[config.mk]
export PLATFORM = sky130hd
export DESIGN_NAME = multiCycleCpu
export DESIGN_NICKNAME = d
export VERILOG_FILES = /design/src/rtl/mipsPkg.sv /design/src/rtl/alu.sv /design/src/rtl/registerFile.sv /design/src/rtl/multiCycleControl.sv /design/src/rtl/mipsDatapath.sv /design/src/rtl/multiCycleCpu.sv
export SDC_FILE = /design/constraint.sdc
export NUM_CORES = 2
export LEC_CHECK = 0
export BUFFER_PORTS_ARGS = -buffer_cell sky130_fd_sc_hd__buf_2
export CORE_MARGIN = 10
export CORE_UTILIZATION = 40
export DETAILED_ROUTE_END_ITERATION = 8
export SLEW_MARGIN = 5
export SYNTH_ARGS = -nofsm -noshare
export SYNTH_HDL_FRONTEND = slang
export SYNTH_SLANG_ARGS = --single-unit
[constraint.sdc]
create_clock -name clk -period 40.8 [get_ports clk]
set_input_delay 8.16 -clock clk [delete_from_list [all_inputs] [get_ports clk]]
set_output_delay 8.16 -clock clk [all_outputs]
set_load 0.1 [all_outputs]
[src/rtl/mipsPkg.sv]
package mipsPkg;

    // datapath widths
    localparam int wordWidth = 32;
    localparam int regAddrWidth = 5;

    // opcodes in instruction bits 31:26
    localparam logic [5:0] opRType = 6'h00;
    localparam logic [5:0] opJ = 6'h02;
    localparam logic [5:0] opBeq = 6'h04;
    localparam logic [5:0] opBne = 6'h05;
    localparam logic [5:0] opLw = 6'h23;
    localparam logic [5:0] opSw = 6'h2b;

    // R-type functs in instruction bits 5:0
    localparam logic [5:0] functAdd = 6'h20;
    localparam logic [5:0] functSub = 6'h22;
    localparam logic [5:0] functAnd = 6'h24;
    localparam logic [5:0] functOr = 6'h25;
    localparam logic [5:0] functSlt = 6'h2a;

    // control states
    localparam logic [3:0] stateFetch = 4'h0;
    localparam logic [3:0] stateDecodeRegFetch = 4'h1;
    localparam logic [3:0] stateMemAddrCompute = 4'h2;
    localparam logic [3:0] stateMemRead = 4'h3;
    localparam logic [3:0] stateWriteBack = 4'h4;
    localparam logic [3:0] stateMemWrite = 4'h5;
    localparam logic [3:0] stateExecute = 4'h6;
    localparam logic [3:0] stateRTypeCompletion = 4'h7;
    localparam logic [3:0] stateBeqCompletion = 4'h8;
    localparam logic [3:0] stateJumpCompletion = 4'h9;
    localparam logic [3:0] stateBneCompletion = 4'ha;
    localparam logic [3:0] stateReset = 4'hf;

    // aluOp from the control
    localparam logic [1:0] aluOpAdd = 2'b00;
    localparam logic [1:0] aluOpSub = 2'b01;
    localparam logic [1:0] aluOpFunct = 2'b10;

    // decoded ALU operation
    localparam logic [2:0] aluCtlAdd = 3'd0;
    localparam logic [2:0] aluCtlSub = 3'd1;
    localparam logic [2:0] aluCtlAnd = 3'd2;
    localparam logic [2:0] aluCtlOr = 3'd3;
    localparam logic [2:0] aluCtlSlt = 3'd4;

    // conditional PC write
    localparam logic [1:0] pcCondNone = 2'b00;
    localparam logic [1:0] pcCondEqual = 2'b01;
    localparam logic [1:0] pcCondNotEqual = 2'b10;

    // next PC source
    localparam logic [1:0] pcSrcAluResult = 2'b00;
    localparam logic [1:0] pcSrcAluOut = 2'b01;
    localparam logic [1:0] pcSrcJump = 2'b10;

    // second ALU operand
    localparam logic [1:0] srcBRegB = 2'b00;
    localparam logic [1:0] srcBFour = 2'b01;
    localparam logic [1:0] srcBImm = 2'b10;
    localparam logic [1:0] srcBImmShifted = 2'b11;

endpackage

[src/rtl/alu.sv]
`timescale 1ns/1ps

module alu (
    input  logic [1:0]                    aluOp,
    input  logic [5:0]                    funct,
    input  logic [mipsPkg::wordWidth-1:0] a,
    input  logic [mipsPkg::wordWidth-1:0] b,
    output logic [mipsPkg::wordWidth-1:0] result,
    output logic                          zero
);

    logic [2:0] aluCtl;

    // operation decode
    always_comb begin
        case (aluOp)
            mipsPkg::aluOpSub: aluCtl = mipsPkg::aluCtlSub;
            mipsPkg::aluOpFunct: begin
                case (funct)
                    mipsPkg::functSub: aluCtl = mipsPkg::aluCtlSub;
                    mipsPkg::functAnd: aluCtl = mipsPkg::aluCtlAnd;
                    mipsPkg::functOr: aluCtl = mipsPkg::aluCtlOr;
                    mipsPkg::functSlt: aluCtl = mipsPkg::aluCtlSlt;
                    default: aluCtl = mipsPkg::aluCtlAdd;
                endcase
            end
            default: aluCtl = mipsPkg::aluCtlAdd;
        endcase
    end

    always_comb begin
        case (aluCtl)
            mipsPkg::aluCtlSub: result = a - b;
            mipsPkg::aluCtlAnd: result = a & b;
            mipsPkg::aluCtlOr: result = a | b;
            mipsPkg::aluCtlSlt: begin
                // signed compare
                result = ($signed(a) < $signed(b)) ? 32'd1 : 32'd0;
            end
            default: result = a + b;
        endcase
    end

    assign zero = (result == '0);

endmodule

[src/rtl/registerFile.sv]
`timescale 1ns/1ps

module registerFile (
    input  logic                             clk,
    input  logic                             rst,
    input  logic [mipsPkg::regAddrWidth-1:0] rdAddr1,
    input  logic [mipsPkg::regAddrWidth-1:0] rdAddr2,
    input  logic [mipsPkg::regAddrWidth-1:0] wrAddr,
    input  logic [mipsPkg::wordWidth-1:0]    wrData,
    input  logic                             wrEn,
    output logic [mipsPkg::wordWidth-1:0]    rdData1,
    output logic [mipsPkg::wordWidth-1:0]    rdData2
);

    logic [mipsPkg::wordWidth-1:0] regs [0:31];

    always_ff @(posedge clk or posedge rst) begin
        if (rst) begin
            for (int i = 0; i < 32; i++) begin
                regs[i] <= '0;
            end
        end else if (wrEn && wrAddr != '0) begin
            regs[wrAddr] <= wrData;
        end
    end

    // r0 reads as zero
    assign rdData1 = (rdAddr1 == '0) ? '0 : regs[rdAddr1];
    assign rdData2 = (rdAddr2 == '0) ? '0 : regs[rdAddr2];

endmodule

[src/rtl/multiCycleControl.sv]
`timescale 1ns/1ps

module multiCycleControl (
    input  logic       clk,
    input  logic       rst,
    input  logic [5:0] opcode,
    input  logic [5:0] funct,
    output logic [1:0] pcWriteCond,
    output logic       pcWrite,
    output logic       iorD,
    output logic       memRead,
    output logic       memWrite,
    output logic       memToReg,
    output logic       irWrite,
    output logic [1:0] pcSource,
    output logic [1:0] aluOp,
    output logic [1:0] aluSrcB,
    output logic       aluSrcA,
    output logic       regWrite,
    output logic       regDst
);

    logic [3:0] state;
    logic [3:0] nextState;
    logic       functOk;

    always_ff @(posedge clk or posedge rst) begin
        if (rst) begin
            state <= mipsPkg::stateReset;
        end else begin
            state <= nextState;
        end
    end

    // only the listed R-type functs are run
    always_comb begin
        case (funct)
            mipsPkg::functAdd,
            mipsPkg::functSub,
            mipsPkg::functAnd,
            mipsPkg::functOr,
            mipsPkg::functSlt: functOk = 1'b1;
            default: functOk = 1'b0;
        endcase
    end

    always_comb begin
        pcWriteCond = mipsPkg::pcCondNone;
        pcWrite = 1'b0;
        iorD = 1'b0;
        memRead = 1'b0;
        memWrite = 1'b0;
        memToReg = 1'b0;
        irWrite = 1'b0;
        pcSource = mipsPkg::pcSrcAluResult;
        aluOp = mipsPkg::aluOpAdd;
        aluSrcB = mipsPkg::srcBRegB;
        aluSrcA = 1'b0;
        regWrite = 1'b0;
        regDst = 1'b0;
        nextState = mipsPkg::stateReset;

        case (state)
            mipsPkg::stateReset: begin
                nextState = mipsPkg::stateFetch;
            end
            mipsPkg::stateFetch: begin
                // IR <= mem[PC], PC <= PC + 4
                memRead = 1'b1;
                irWrite = 1'b1;
                aluSrcB = mipsPkg::srcBFour;
                pcWrite = 1'b1;
                nextState = mipsPkg::stateDecodeRegFetch;
            end
            mipsPkg::stateDecodeRegFetch: begin
                // branch target into ALUOut ahead of time
                aluSrcB = mipsPkg::srcBImmShifted;
                case (opcode)
                    mipsPkg::opLw,
                    mipsPkg::opSw: nextState = mipsPkg::stateMemAddrCompute;
                    mipsPkg::opRType: begin
                        if (functOk) begin
                            nextState = mipsPkg::stateExecute;
                        end
                    end
                    mipsPkg::opBeq: nextState = mipsPkg::stateBeqCompletion;
                    mipsPkg::opBne: nextState = mipsPkg::stateBneCompletion;
                    mipsPkg::opJ: nextState = mipsPkg::stateJumpCompletion;
                    default: nextState = mipsPkg::stateReset;
                endcase
            end
            mipsPkg::stateMemAddrCompute: begin
                aluSrcA = 1'b1;
                aluSrcB = mipsPkg::srcBImm;
                if (opcode == mipsPkg::opLw) begin
                    nextState = mipsPkg::stateMemRead;
                end else if (opcode == mipsPkg::opSw) begin
                    nextState = mipsPkg::stateMemWrite;
                end
            end
            mipsPkg::stateMemRead: begin
                memRead = 1'b1;
                iorD = 1'b1;
                nextState = mipsPkg::stateWriteBack;
            end
            mipsPkg::stateWriteBack: begin
                // rt <= MDR
                regWrite = 1'b1;
                memToReg = 1'b1;
                nextState = mipsPkg::stateFetch;
            end
            mipsPkg::stateMemWrite: begin
                memWrite = 1'b1;
                iorD = 1'b1;
                nextState = mipsPkg::stateFetch;
            end
            mipsPkg::stateExecute: begin
                aluSrcA = 1'b1;
                aluOp = mipsPkg::aluOpFunct;
                nextState = mipsPkg::stateRTypeCompletion;
            end
            mipsPkg::stateRTypeCompletion: begin
                regWrite = 1'b1;
                regDst = 1'b1;
                nextState = mipsPkg::stateFetch;
            end
            mipsPkg::stateBeqCompletion: begin
                aluSrcA = 1'b1;
                aluOp = mipsPkg::aluOpSub;
                pcWriteCond = mipsPkg::pcCondEqual;
                pcSource = mipsPkg::pcSrcAluOut;
                nextState = mipsPkg::stateFetch;
            end
            mipsPkg::stateBneCompletion: begin
                aluSrcA = 1'b1;
                aluOp = mipsPkg::aluOpSub;
                pcWriteCond = mipsPkg::pcCondNotEqual;
                pcSource = mipsPkg::pcSrcAluOut;
                nextState = mipsPkg::stateFetch;
            end
            mipsPkg::stateJumpCompletion: begin
                pcWrite = 1'b1;
                pcSource = mipsPkg::pcSrcJump;
                nextState = mipsPkg::stateFetch;
            end
            default: begin
                nextState = mipsPkg::stateReset;
            end
        endcase
    end

endmodule

[src/rtl/mipsDatapath.sv]
`timescale 1ns/1ps

module mipsDatapath (
    input  logic                             clk,
    input  logic                             rst,
    input  logic [1:0]                       pcWriteCond,
    input  logic                             pcWrite,
    input  logic                             iorD,
    input  logic                             memRead,
    input  logic                             memWrite,
    input  logic                             memToReg,
    input  logic                             irWrite,
    input  logic [1:0]                       pcSource,
    input  logic [1:0]                       aluSrcB,
    input  logic                             aluSrcA,
    input  logic                             regWrite,
    input  logic                             regDst,
    output logic [5:0]                       opcode,
    output logic [5:0]                       funct,
    output logic [mipsPkg::wordWidth-1:0]    memAddr,
    output logic [mipsPkg::wordWidth-1:0]    memWdata,
    input  logic [mipsPkg::wordWidth-1:0]    memRdata,
    output logic [mipsPkg::wordWidth-1:0]    aluA,
    output logic [mipsPkg::wordWidth-1:0]    aluB,
    output logic [5:0]                       aluFunct,
    input  logic [mipsPkg::wordWidth-1:0]    aluResult,
    input  logic                             aluZero,
    output logic [mipsPkg::regAddrWidth-1:0] rdAddr1,
    output logic [mipsPkg::regAddrWidth-1:0] rdAddr2,
    output logic [mipsPkg::regAddrWidth-1:0] wrAddr,
    output logic [mipsPkg::wordWidth-1:0]    wrData,
    output logic                             wrEn,
    input  logic [mipsPkg::wordWidth-1:0]    rdData1,
    input  logic [mipsPkg::wordWidth-1:0]    rdData2
);

    logic [mipsPkg::wordWidth-1:0] pc;
    logic [mipsPkg::wordWidth-1:0] ir;
    logic [mipsPkg::wordWidth-1:0] mdr;
    logic [mipsPkg::wordWidth-1:0] regA;
    logic [mipsPkg::wordWidth-1:0] regB;
    logic [mipsPkg::wordWidth-1:0] aluOut;
    logic [mipsPkg::wordWidth-1:0] immExt;
    logic [mipsPkg::wordWidth-1:0] jumpTarget;
    logic [mipsPkg::wordWidth-1:0] pcNext;
    logic                          pcEn;

    always_ff @(posedge clk or posedge rst) begin
        if (rst) begin
            pc <= '0;
        end else if (pcEn) begin
            pc <= pcNext;
        end
    end

    always_ff @(posedge clk) begin
        if (irWrite) begin
            ir <= memRdata;
        end
        if (memRead) begin
            mdr <= memRdata;
        end
        // operands and ALU result are sampled every cycle
        regA <= rdData1;
        regB <= rdData2;
        aluOut <= aluResult;
    end

    assign opcode = ir[31:26];
    assign funct = ir[5:0];
    assign aluFunct = ir[5:0];

    assign immExt = {{16{ir[15]}}, ir[15:0]};
    assign jumpTarget = {pc[31:28], ir[25:0], 2'b00};

    assign memAddr = iorD ? aluOut : pc;
    // bus stays quiet between stores
    assign memWdata = memWrite ? regB : '0;

    assign aluA = aluSrcA ? regA : pc;

    always_comb begin
        case (aluSrcB)
            mipsPkg::srcBRegB: aluB = regB;
            mipsPkg::srcBFour: aluB = 32'd4;
            mipsPkg::srcBImm: aluB = immExt;
            default: aluB = {immExt[29:0], 2'b00};
        endcase
    end

    always_comb begin
        case (pcSource)
            mipsPkg::pcSrcAluOut: pcNext = aluOut;
            mipsPkg::pcSrcJump: pcNext = jumpTarget;
            default: pcNext = aluResult;
        endcase
    end

    assign pcEn = pcWrite
        || (pcWriteCond == mipsPkg::pcCondEqual && aluZero)
        || (pcWriteCond == mipsPkg::pcCondNotEqual && !aluZero);

    assign rdAddr1 = ir[25:21];
    assign rdAddr2 = ir[20:16];
    assign wrAddr = regDst ? ir[15:11] : ir[20:16];
    assign wrData = memToReg ? mdr : aluOut;
    assign wrEn = regWrite;

endmodule

[src/rtl/multiCycleCpu.sv]
`timescale 1ns/1ps

module multiCycleCpu (
    input  logic                          clk,
    input  logic                          rst,
    output logic [mipsPkg::wordWidth-1:0] memAddr,
    output logic [mipsPkg::wordWidth-1:0] memWdata,
    output logic                          memRead,
    output logic                          memWrite,
    input  logic [mipsPkg::wordWidth-1:0] memRdata
);

    logic [5:0]                       opcode;
    logic [5:0]                       funct;
    logic [1:0]                       pcWriteCond;
    logic                             pcWrite;
    logic                             iorD;
    logic                             memToReg;
    logic                             irWrite;
    logic [1:0]                       pcSource;
    logic [1:0]                       aluOp;
    logic [1:0]                       aluSrcB;
    logic                             aluSrcA;
    logic                             regWrite;
    logic                             regDst;
    logic [mipsPkg::wordWidth-1:0]    aluA;
    logic [mipsPkg::wordWidth-1:0]    aluB;
    logic [5:0]                       aluFunct;
    logic [mipsPkg::wordWidth-1:0]    aluResult;
    logic                             aluZero;
    logic [mipsPkg::regAddrWidth-1:0] rdAddr1;
    logic [mipsPkg::regAddrWidth-1:0] rdAddr2;
    logic [mipsPkg::regAddrWidth-1:0] wrAddr;
    logic [mipsPkg::wordWidth-1:0]    wrData;
    logic                             wrEn;
    logic [mipsPkg::wordWidth-1:0]    rdData1;
    logic [mipsPkg::wordWidth-1:0]    rdData2;

    multiCycleControl i_multiCycleControl (
        .clk(clk),
        .rst(rst),
        .opcode(opcode),
        .funct(funct),
        .pcWriteCond(pcWriteCond),
        .pcWrite(pcWrite),
        .iorD(iorD),
        .memRead(memRead),
        .memWrite(memWrite),
        .memToReg(memToReg),
        .irWrite(irWrite),
        .pcSource(pcSource),
        .aluOp(aluOp),
        .aluSrcB(aluSrcB),
        .aluSrcA(aluSrcA),
        .regWrite(regWrite),
        .regDst(regDst)
    );

    mipsDatapath i_mipsDatapath (
        .clk(clk),
        .rst(rst),
        .pcWriteCond(pcWriteCond),
        .pcWrite(pcWrite),
        .iorD(iorD),
        .memRead(memRead),
        .memWrite(memWrite),
        .memToReg(memToReg),
        .irWrite(irWrite),
        .pcSource(pcSource),
        .aluSrcB(aluSrcB),
        .aluSrcA(aluSrcA),
        .regWrite(regWrite),
        .regDst(regDst),
        .opcode(opcode),
        .funct(funct),
        .memAddr(memAddr),
        .memWdata(memWdata),
        .memRdata(memRdata),
        .aluA(aluA),
        .aluB(aluB),
        .aluFunct(aluFunct),
        .aluResult(aluResult),
        .aluZero(aluZero),
        .rdAddr1(rdAddr1),
        .rdAddr2(rdAddr2),
        .wrAddr(wrAddr),
        .wrData(wrData),
        .wrEn(wrEn),
        .rdData1(rdData1),
        .rdData2(rdData2)
    );

    alu i_alu (
        .aluOp(aluOp),
        .funct(aluFunct),
        .a(aluA),
        .b(aluB),
        .result(aluResult),
        .zero(aluZero)
    );

    registerFile i_registerFile (
        .clk(clk),
        .rst(rst),
        .rdAddr1(rdAddr1),
        .rdAddr2(rdAddr2),
        .wrAddr(wrAddr),
        .wrData(wrData),
        .wrEn(wrEn),
        .rdData1(rdData1),
        .rdData2(rdData2)
    );

endmodule

Word level (Yosys, flattened, before mapping)
Index checks and enable logic that the tools add are counted.

word-level totals
  register bits = 1220
  bits in latches = 0
  memory bits (writable) = 0
  ROM bits = 0
  input port bits = 34
  output and inout port bits = 66
  logic and storage cells = 149
  memories = 0

cells by class
  add/sub/neg operators = 2
  multiply operators = 0
  divide/modulo/power cells = 0
  magnitude comparators = 5
  equality and inequality tests = 33
  shift-type cells = 0
  mux-type cells = 39
  bitwise gates (word level) = 6
  reductions and logical operators = 24

operators by type and width
  cell                                                 count
  bitwise mux 1024 bit                                 1
  binary-select mux 32 bit (select 5 bit)              2
  2-to-1 mux 32 bit                                    9
  demux 32 bit (select 5 bit)                          1
  one-hot mux 32 bit (4 select lines)                  1
  one-hot mux 32 bit (3 select lines)                  1
  one-hot mux 32 bit (2 select lines)                  1
  equality test 6 bit, second input constant           7
  adder 32 bit                                         1
  AND 32 bit                                           1
  logical NOT 32 bit                                   1
  < comparator 32 bit                                  1
  bitwise OR 32 bit                                    1
  subtractor 32 bit                                    1
  one-hot mux 4 bit (6 select lines)                   1
  one-hot mux 4 bit (5 select lines)                   1
  >= comparator 6 bit, second input constant           3
  NOT 5 -> 6 bit                                       3
  equality test 4 x 3 -> 1 bit, second input constant  4
  equality test 4 bit, second input constant           4
  equality test 6 x 3 -> 1 bit, second input constant  2
  2-to-1 mux 4 bit                                     3
  one-hot mux 2 bit (2 select lines)                   3
  one-hot mux 3 bit (4 select lines)                   1
  other kinds (27)                                     55

Depth between registers and ports, before layout
  word-level depth = 12
  mapped depth = 23
  gate-level depth less buffers = 19

Hierarchy
From an unflattened synthesis, not the netlist that was laid out.

unflattened totals
  cell total of the unflattened synthesis = 5085
  area, all modules = 69053.7 um2

modules (own cells, without submodules)
  module             times used  cells each  area an instance (um2)  sequential area each (um2)
  registerFile       1           3614        55288.0                 25624.6
  mipsDatapath       1           578         7866.3                  4644.5
  alu                1           814         5330.1                  0.0
  multiCycleControl  1           79          569.3                   105.1

Worst setup path before layout
OpenSTA, ideal clock, no wires.

  path type = flip-flop to output port
  from = reg i_multiCycleControl.state[2]
  to = out memRead
  arrival time = 3.778 ns
  required time = 32.640 ns
  path slack = 28.862 ns
  stages on the path, launching flop included = 6
  buffers on the path = 3
  path through = dfstp_2 > clkbuf_1 > or2_2 > clkbuf_1 > clkbuf_1 > nor2_1

on the way
  word-level cells in the longest chain between the ends = 3
  elaborated cells between the ends (all ways) = 4
  classes of those cells = eq/ne (1); mux (1); reduce/logical (2)

RTL lines
  what                                                               RTL line                 RTL
  from (decl)                                                        multiCycleControl.sv:23  logic [3:0] state;
  from (signal assigned)                                             multiCycleControl.sv:29  state <= mipsPkg::stateReset;
  from (signal assigned)                                             multiCycleControl.sv:31  state <= nextState;
  equality test 4 x 2 -> 1 bit or logical NOT 4 bit (tied branches)  multiCycleControl.sv:63  case (state)
  OR reduction 2 bit (no source line) *                              -
  2-to-1 mux 1 bit *                                                 multiCycleControl.sv:63
  to (decl)                                                          multiCycleCpu.sv:8       output logic memRead,

Mark *: on every way between the ends. The rest lies on a longest branch, timed or not.

Final worst setup path
  from = reg i_multiCycleControl.state[1]
  to = out memAddr[17] (netlist bit)

on the way
  word-level cells in the longest chain between the ends = 4
  elaborated cells between the ends (all ways) = 5
  classes of those cells = eq/ne (2); mux (2); reduce/logical (1)

RTL lines
  what                                                                          RTL line                 RTL
  equality test 4 x 2 -> 1 bit or equality test 4 x 3 -> 1 bit (tied branches)  multiCycleControl.sv:63
  OR reduction 2 bit (no source line) *                                         -
  2-to-1 mux 1 bit *                                                            multiCycleControl.sv:63
  2-to-1 mux 32 bit *                                                           mipsDatapath.sv:76       assign memAddr = iorD ? aluOut : pc;
  to (decl)                                                                     multiCycleCpu.sv:6       output logic [mipsPkg::wordWidth-1:0] memAddr,

Marks and branches as above.

==> summary.md <==
| Metric | Value |
|---|---|
| Outcome | finished clean |
| Die height | about 420 µm |
| Tcrit/Tclk final | 0.275 |
| CTS tree | built |
| Worst skew pair latency | slightly below 0.8 ns |
| Yosys warning count | 0 |
| CTS buffer count | between 100 and 150 |
| Post-Synth Simple-Gate Area | 0.0959 |
| Ys flop type | dfrtp_1 |
| Initial antenna violation count | 7 |
| Final setup viols | 0 |
| Mapped Area | approximately 0.065 mm² |
| Min-Delay Path Depth | 0 |
| Min-delay src | i_registerFile.regs[1001] |
| Post-Route Skew | 0.0274 ns |
| Max Cap Viol | 0 |
| Max Slew Vio Count | 0 |
| Drt pass-1 iters | 6 |
| Peak VDD IR | around 0.086 mV |
| Number of enable flip-flop cells after synthesis | 64 |
| Arr. time, crit path | roughly 3.1 ns |
| Hold Crit Class | flop to flop |
| Root Driver | clkbuf_16 |
| Syn nets | a little under 6000 |
| Starting density of the core | 0.402 |
| I/O pins | 100 |
| Cells after Synth | ~5800 |
| Most common cell after layout, fill and taps aside | dfrtp_1 |
| Post-synth ARST share | 0.869 |
| Drc violations | 0 |
| Rows | 148 |
| Post-synthesis adder-cell area fraction | 0.0198 |
| Worst-path cell chain | xnor2_1, nor3b_2, buf_4, mux2_2, buf_2 |
| Library cells used by synthesis | 95 |
| Fin util | 0.444 |
| H-Tree Depth | 4 |
| Required time worst endpoint | 32.64 ns |
| Commonest non-fill, non-tap cells in the layout | 1056 x dfrtp_1, 698 x nor2_1, 640 x mux4_2 |
| Gp weighted congestion | between 0.9 and 1 |
| Area Overhead vs Synth | 10.5% |
| Overall die area | around 0.18 mm² |
| Relative slew slack | 0.147 |
| RR Startpoint | i_multiCycleControl.state[3] |
| Register area share after synthesis | 0.465 |
| Worst setup path category | flop to output pin |
| Fraction of layout cells with a size suffix above 1 | 0.225 |
| Mean post-synth cell area | 11.2 µm² |
| Power Total | between 6 and 7 mW |
| FMAX | around 0.089 GHz |
| Global route total overflow | 0 |
| Crit. End Element | output pin |
| Largest fanout on the critical path | 32 |
| Worst path max stage delay | slightly below 0.7 ns |
| Setup Buffers After CTS | 0 |
| Worst Tran Pin Value | between 1 and 1.5 ns |
| Multiplexer share of the synthesized area | 0.254 |
| Power Dens Cells | about 86 mW/mm² |
| Largest family of logic cells by synthesized area | multiplexers |
| Hold Fails Final Rpt | 0 |
| Total GRT Usage | 0.242 |
| Reg2reg path depth | 18 |
| CTS hold repair buffers | 0 |
| CP Launch Type | flop |
| # fillers | about 15000 |
| Via count | 48400 |
| Layout Nets | ~5700 |
| Synth Area in Compound Gates | 0.124 |
| Setup TNS | 0 ns |
| Core Region | 0.163 mm² |
| Vias in the first global route | between 40000 and 50000 |
| Worst path slowest cell | dfstp_2 |
| Routed Antenna Nets | 0 |
| Wirelength, routed | between 200000 and 250000 µm |
| Vias per cell | between 6 and 7 |
| Leak | 30.6 nW |
| HPWL Detailed | roughly 130000 µm |
| Antenna diodes | 0 |
| Pin count of the biggest net entering global routing | roughly 190 |
| Clock transition at path regs | around 0.060 ns |
| RSZ-0062 raised after global routing | no |
| Final Critical Period | around 11 ns |
| Clock buffer depth | 3 |
| Worst reg-to-reg setup slack | 33.09 ns |
| FF+latch count, synth | 1220 |
| Post_cts resized | 0 |
| First-pass GRT wire length | 327000 µm |
| WL per Instance | ~28 µm |
| Initial DRC Count | 5366 |
| # clock sinks | between 1000 and 1500 |
| Worst R2R End | i_mipsDatapath.pc[25] |
| Die Span X | roughly 420 µm |
| Hold Crit Endpoint | i_registerFile.regs[1001] |
| Synth Area in XOR/XNOR | 0.00134 |
| # port buffers | a little under 100 |
-- metal layers --
layer  GRT usage  up-vias  wire [µm]
li1            -    20800          -
met1       0.325    24700      89000
met2       0.382     2285     102000
met3      0.0458      540      18900
met4       0.108        2      10800
met5           0        -          7
-- where the power goes --
part	total (mW)	internal [mW]	switching, mW
clock	1.24	0.723	0.516
combinational	2.91	1.14	1.77
sequential	2.03	1.68	0.348
total	6.18	3.54	2.64
-- cell usage after synthesis (16+ instances only) --
master	number	area, µm²
and3_1	40	250
buf_1	81	304
mux2_2	77	867
dfrtp_1	1056	26400
mux2_4	20	300
nand2_1	606	2270
or3_1	16	100
nand2b_1	21	131
mux4_2	640	14400
a22oi_1	33	248
o211ai_1	21	158
inv_1	107	402
nor3_1	31	155
nor2b_1	16	100
o21ai_0	531	2660
buf_2	24	120
mux2i_1	104	1040
ha_1	100	1250
edfxtp_1	64	1920
clkbuf_1	464	1740
dfxtp_1	96	1920
o31ai_1	20	150
a211oi_1	20	150
nor2_1	712	2670
nand3_1	26	130
a21o_1	21	158
a21oi_1	634	3170
-- layout make-up --
cell class              count  area [µm²]  area share
clock buffers             183        3750      0.0519
clock inverters            55         677     0.00937
inverters                 109         417     0.00577
multi-input cells        3919       32800       0.454
flip-flops and latches   1220       30400       0.421
well taps                2175        2720      0.0377
repair buffers            221        1490      0.0206
-- registers in the layout, indices dropped and copies added, names as in the netlist --
name and flops:
i_registerFile.regs 1024, i_mipsDatapath.aluOut 32, i_mipsDatapath.ir 32, i_mipsDatapath.mdr 32
i_mipsDatapath.pc 32, i_mipsDatapath.regA 32, i_mipsDatapath.regB 32, i_multiCycleControl.state 4
-- worst max-delay path: cells and delay by family (launching register included) --
kind	cells	cell delay, ns
AND/OR/NAND/NOR	1	0.15
multiplexers	1	0.34
buffers and inverters	2	0.96
XOR/XNOR	1	0.12
flip-flops	1	0.69
-- kinds of logic (layout without fill, tap and decap cells) --
family | Yosys count | count (layout)
and+or+nand+nor | 1526 | 1526
AOI/OAI and AO/OA | 1439 | 1439
adders and majority gates | 102 | 102
DFF | 1220 | 1220
xor gates and xnor gates | 10 | 10
buffers and inverters | 683 | 568
muxes | 842 | 842
-- worst max path at each step --
stage / start / endpoint / slack (ns)
after floorplan: rst / i_mipsDatapath.pc[0] / 2.81
after global placement: rst / i_registerFile.regs[384] / 28.96
after detailed placement: rst / i_registerFile.regs[392] / 28.94
after CTS: i_multiCycleControl.state[1] / memAddr[14] / 29.55
after global routing: rst / i_registerFile.regs[71] / 29.33
final: i_multiCycleControl.state[1] / memAddr[17] / 29.57
-- stage by stage --
step / cells / hold WS, ns / setup slack, ns / area, µm²
after floorplan: 5822 / 0.441 / 2.81 / 65400
after global placement: 7644 / 0.376 / 28.96 / 67800
after detailed placement: 7644 / 0.383 / 28.94 / 67800
after CTS: 7882 / 0.396 / 29.55 / 72200
after global routing: 7882 / 0.404 / 29.33 / 72200
final: 7882 / 0.394 / 29.57 / 72200
(Power assumes the default switching activity.)
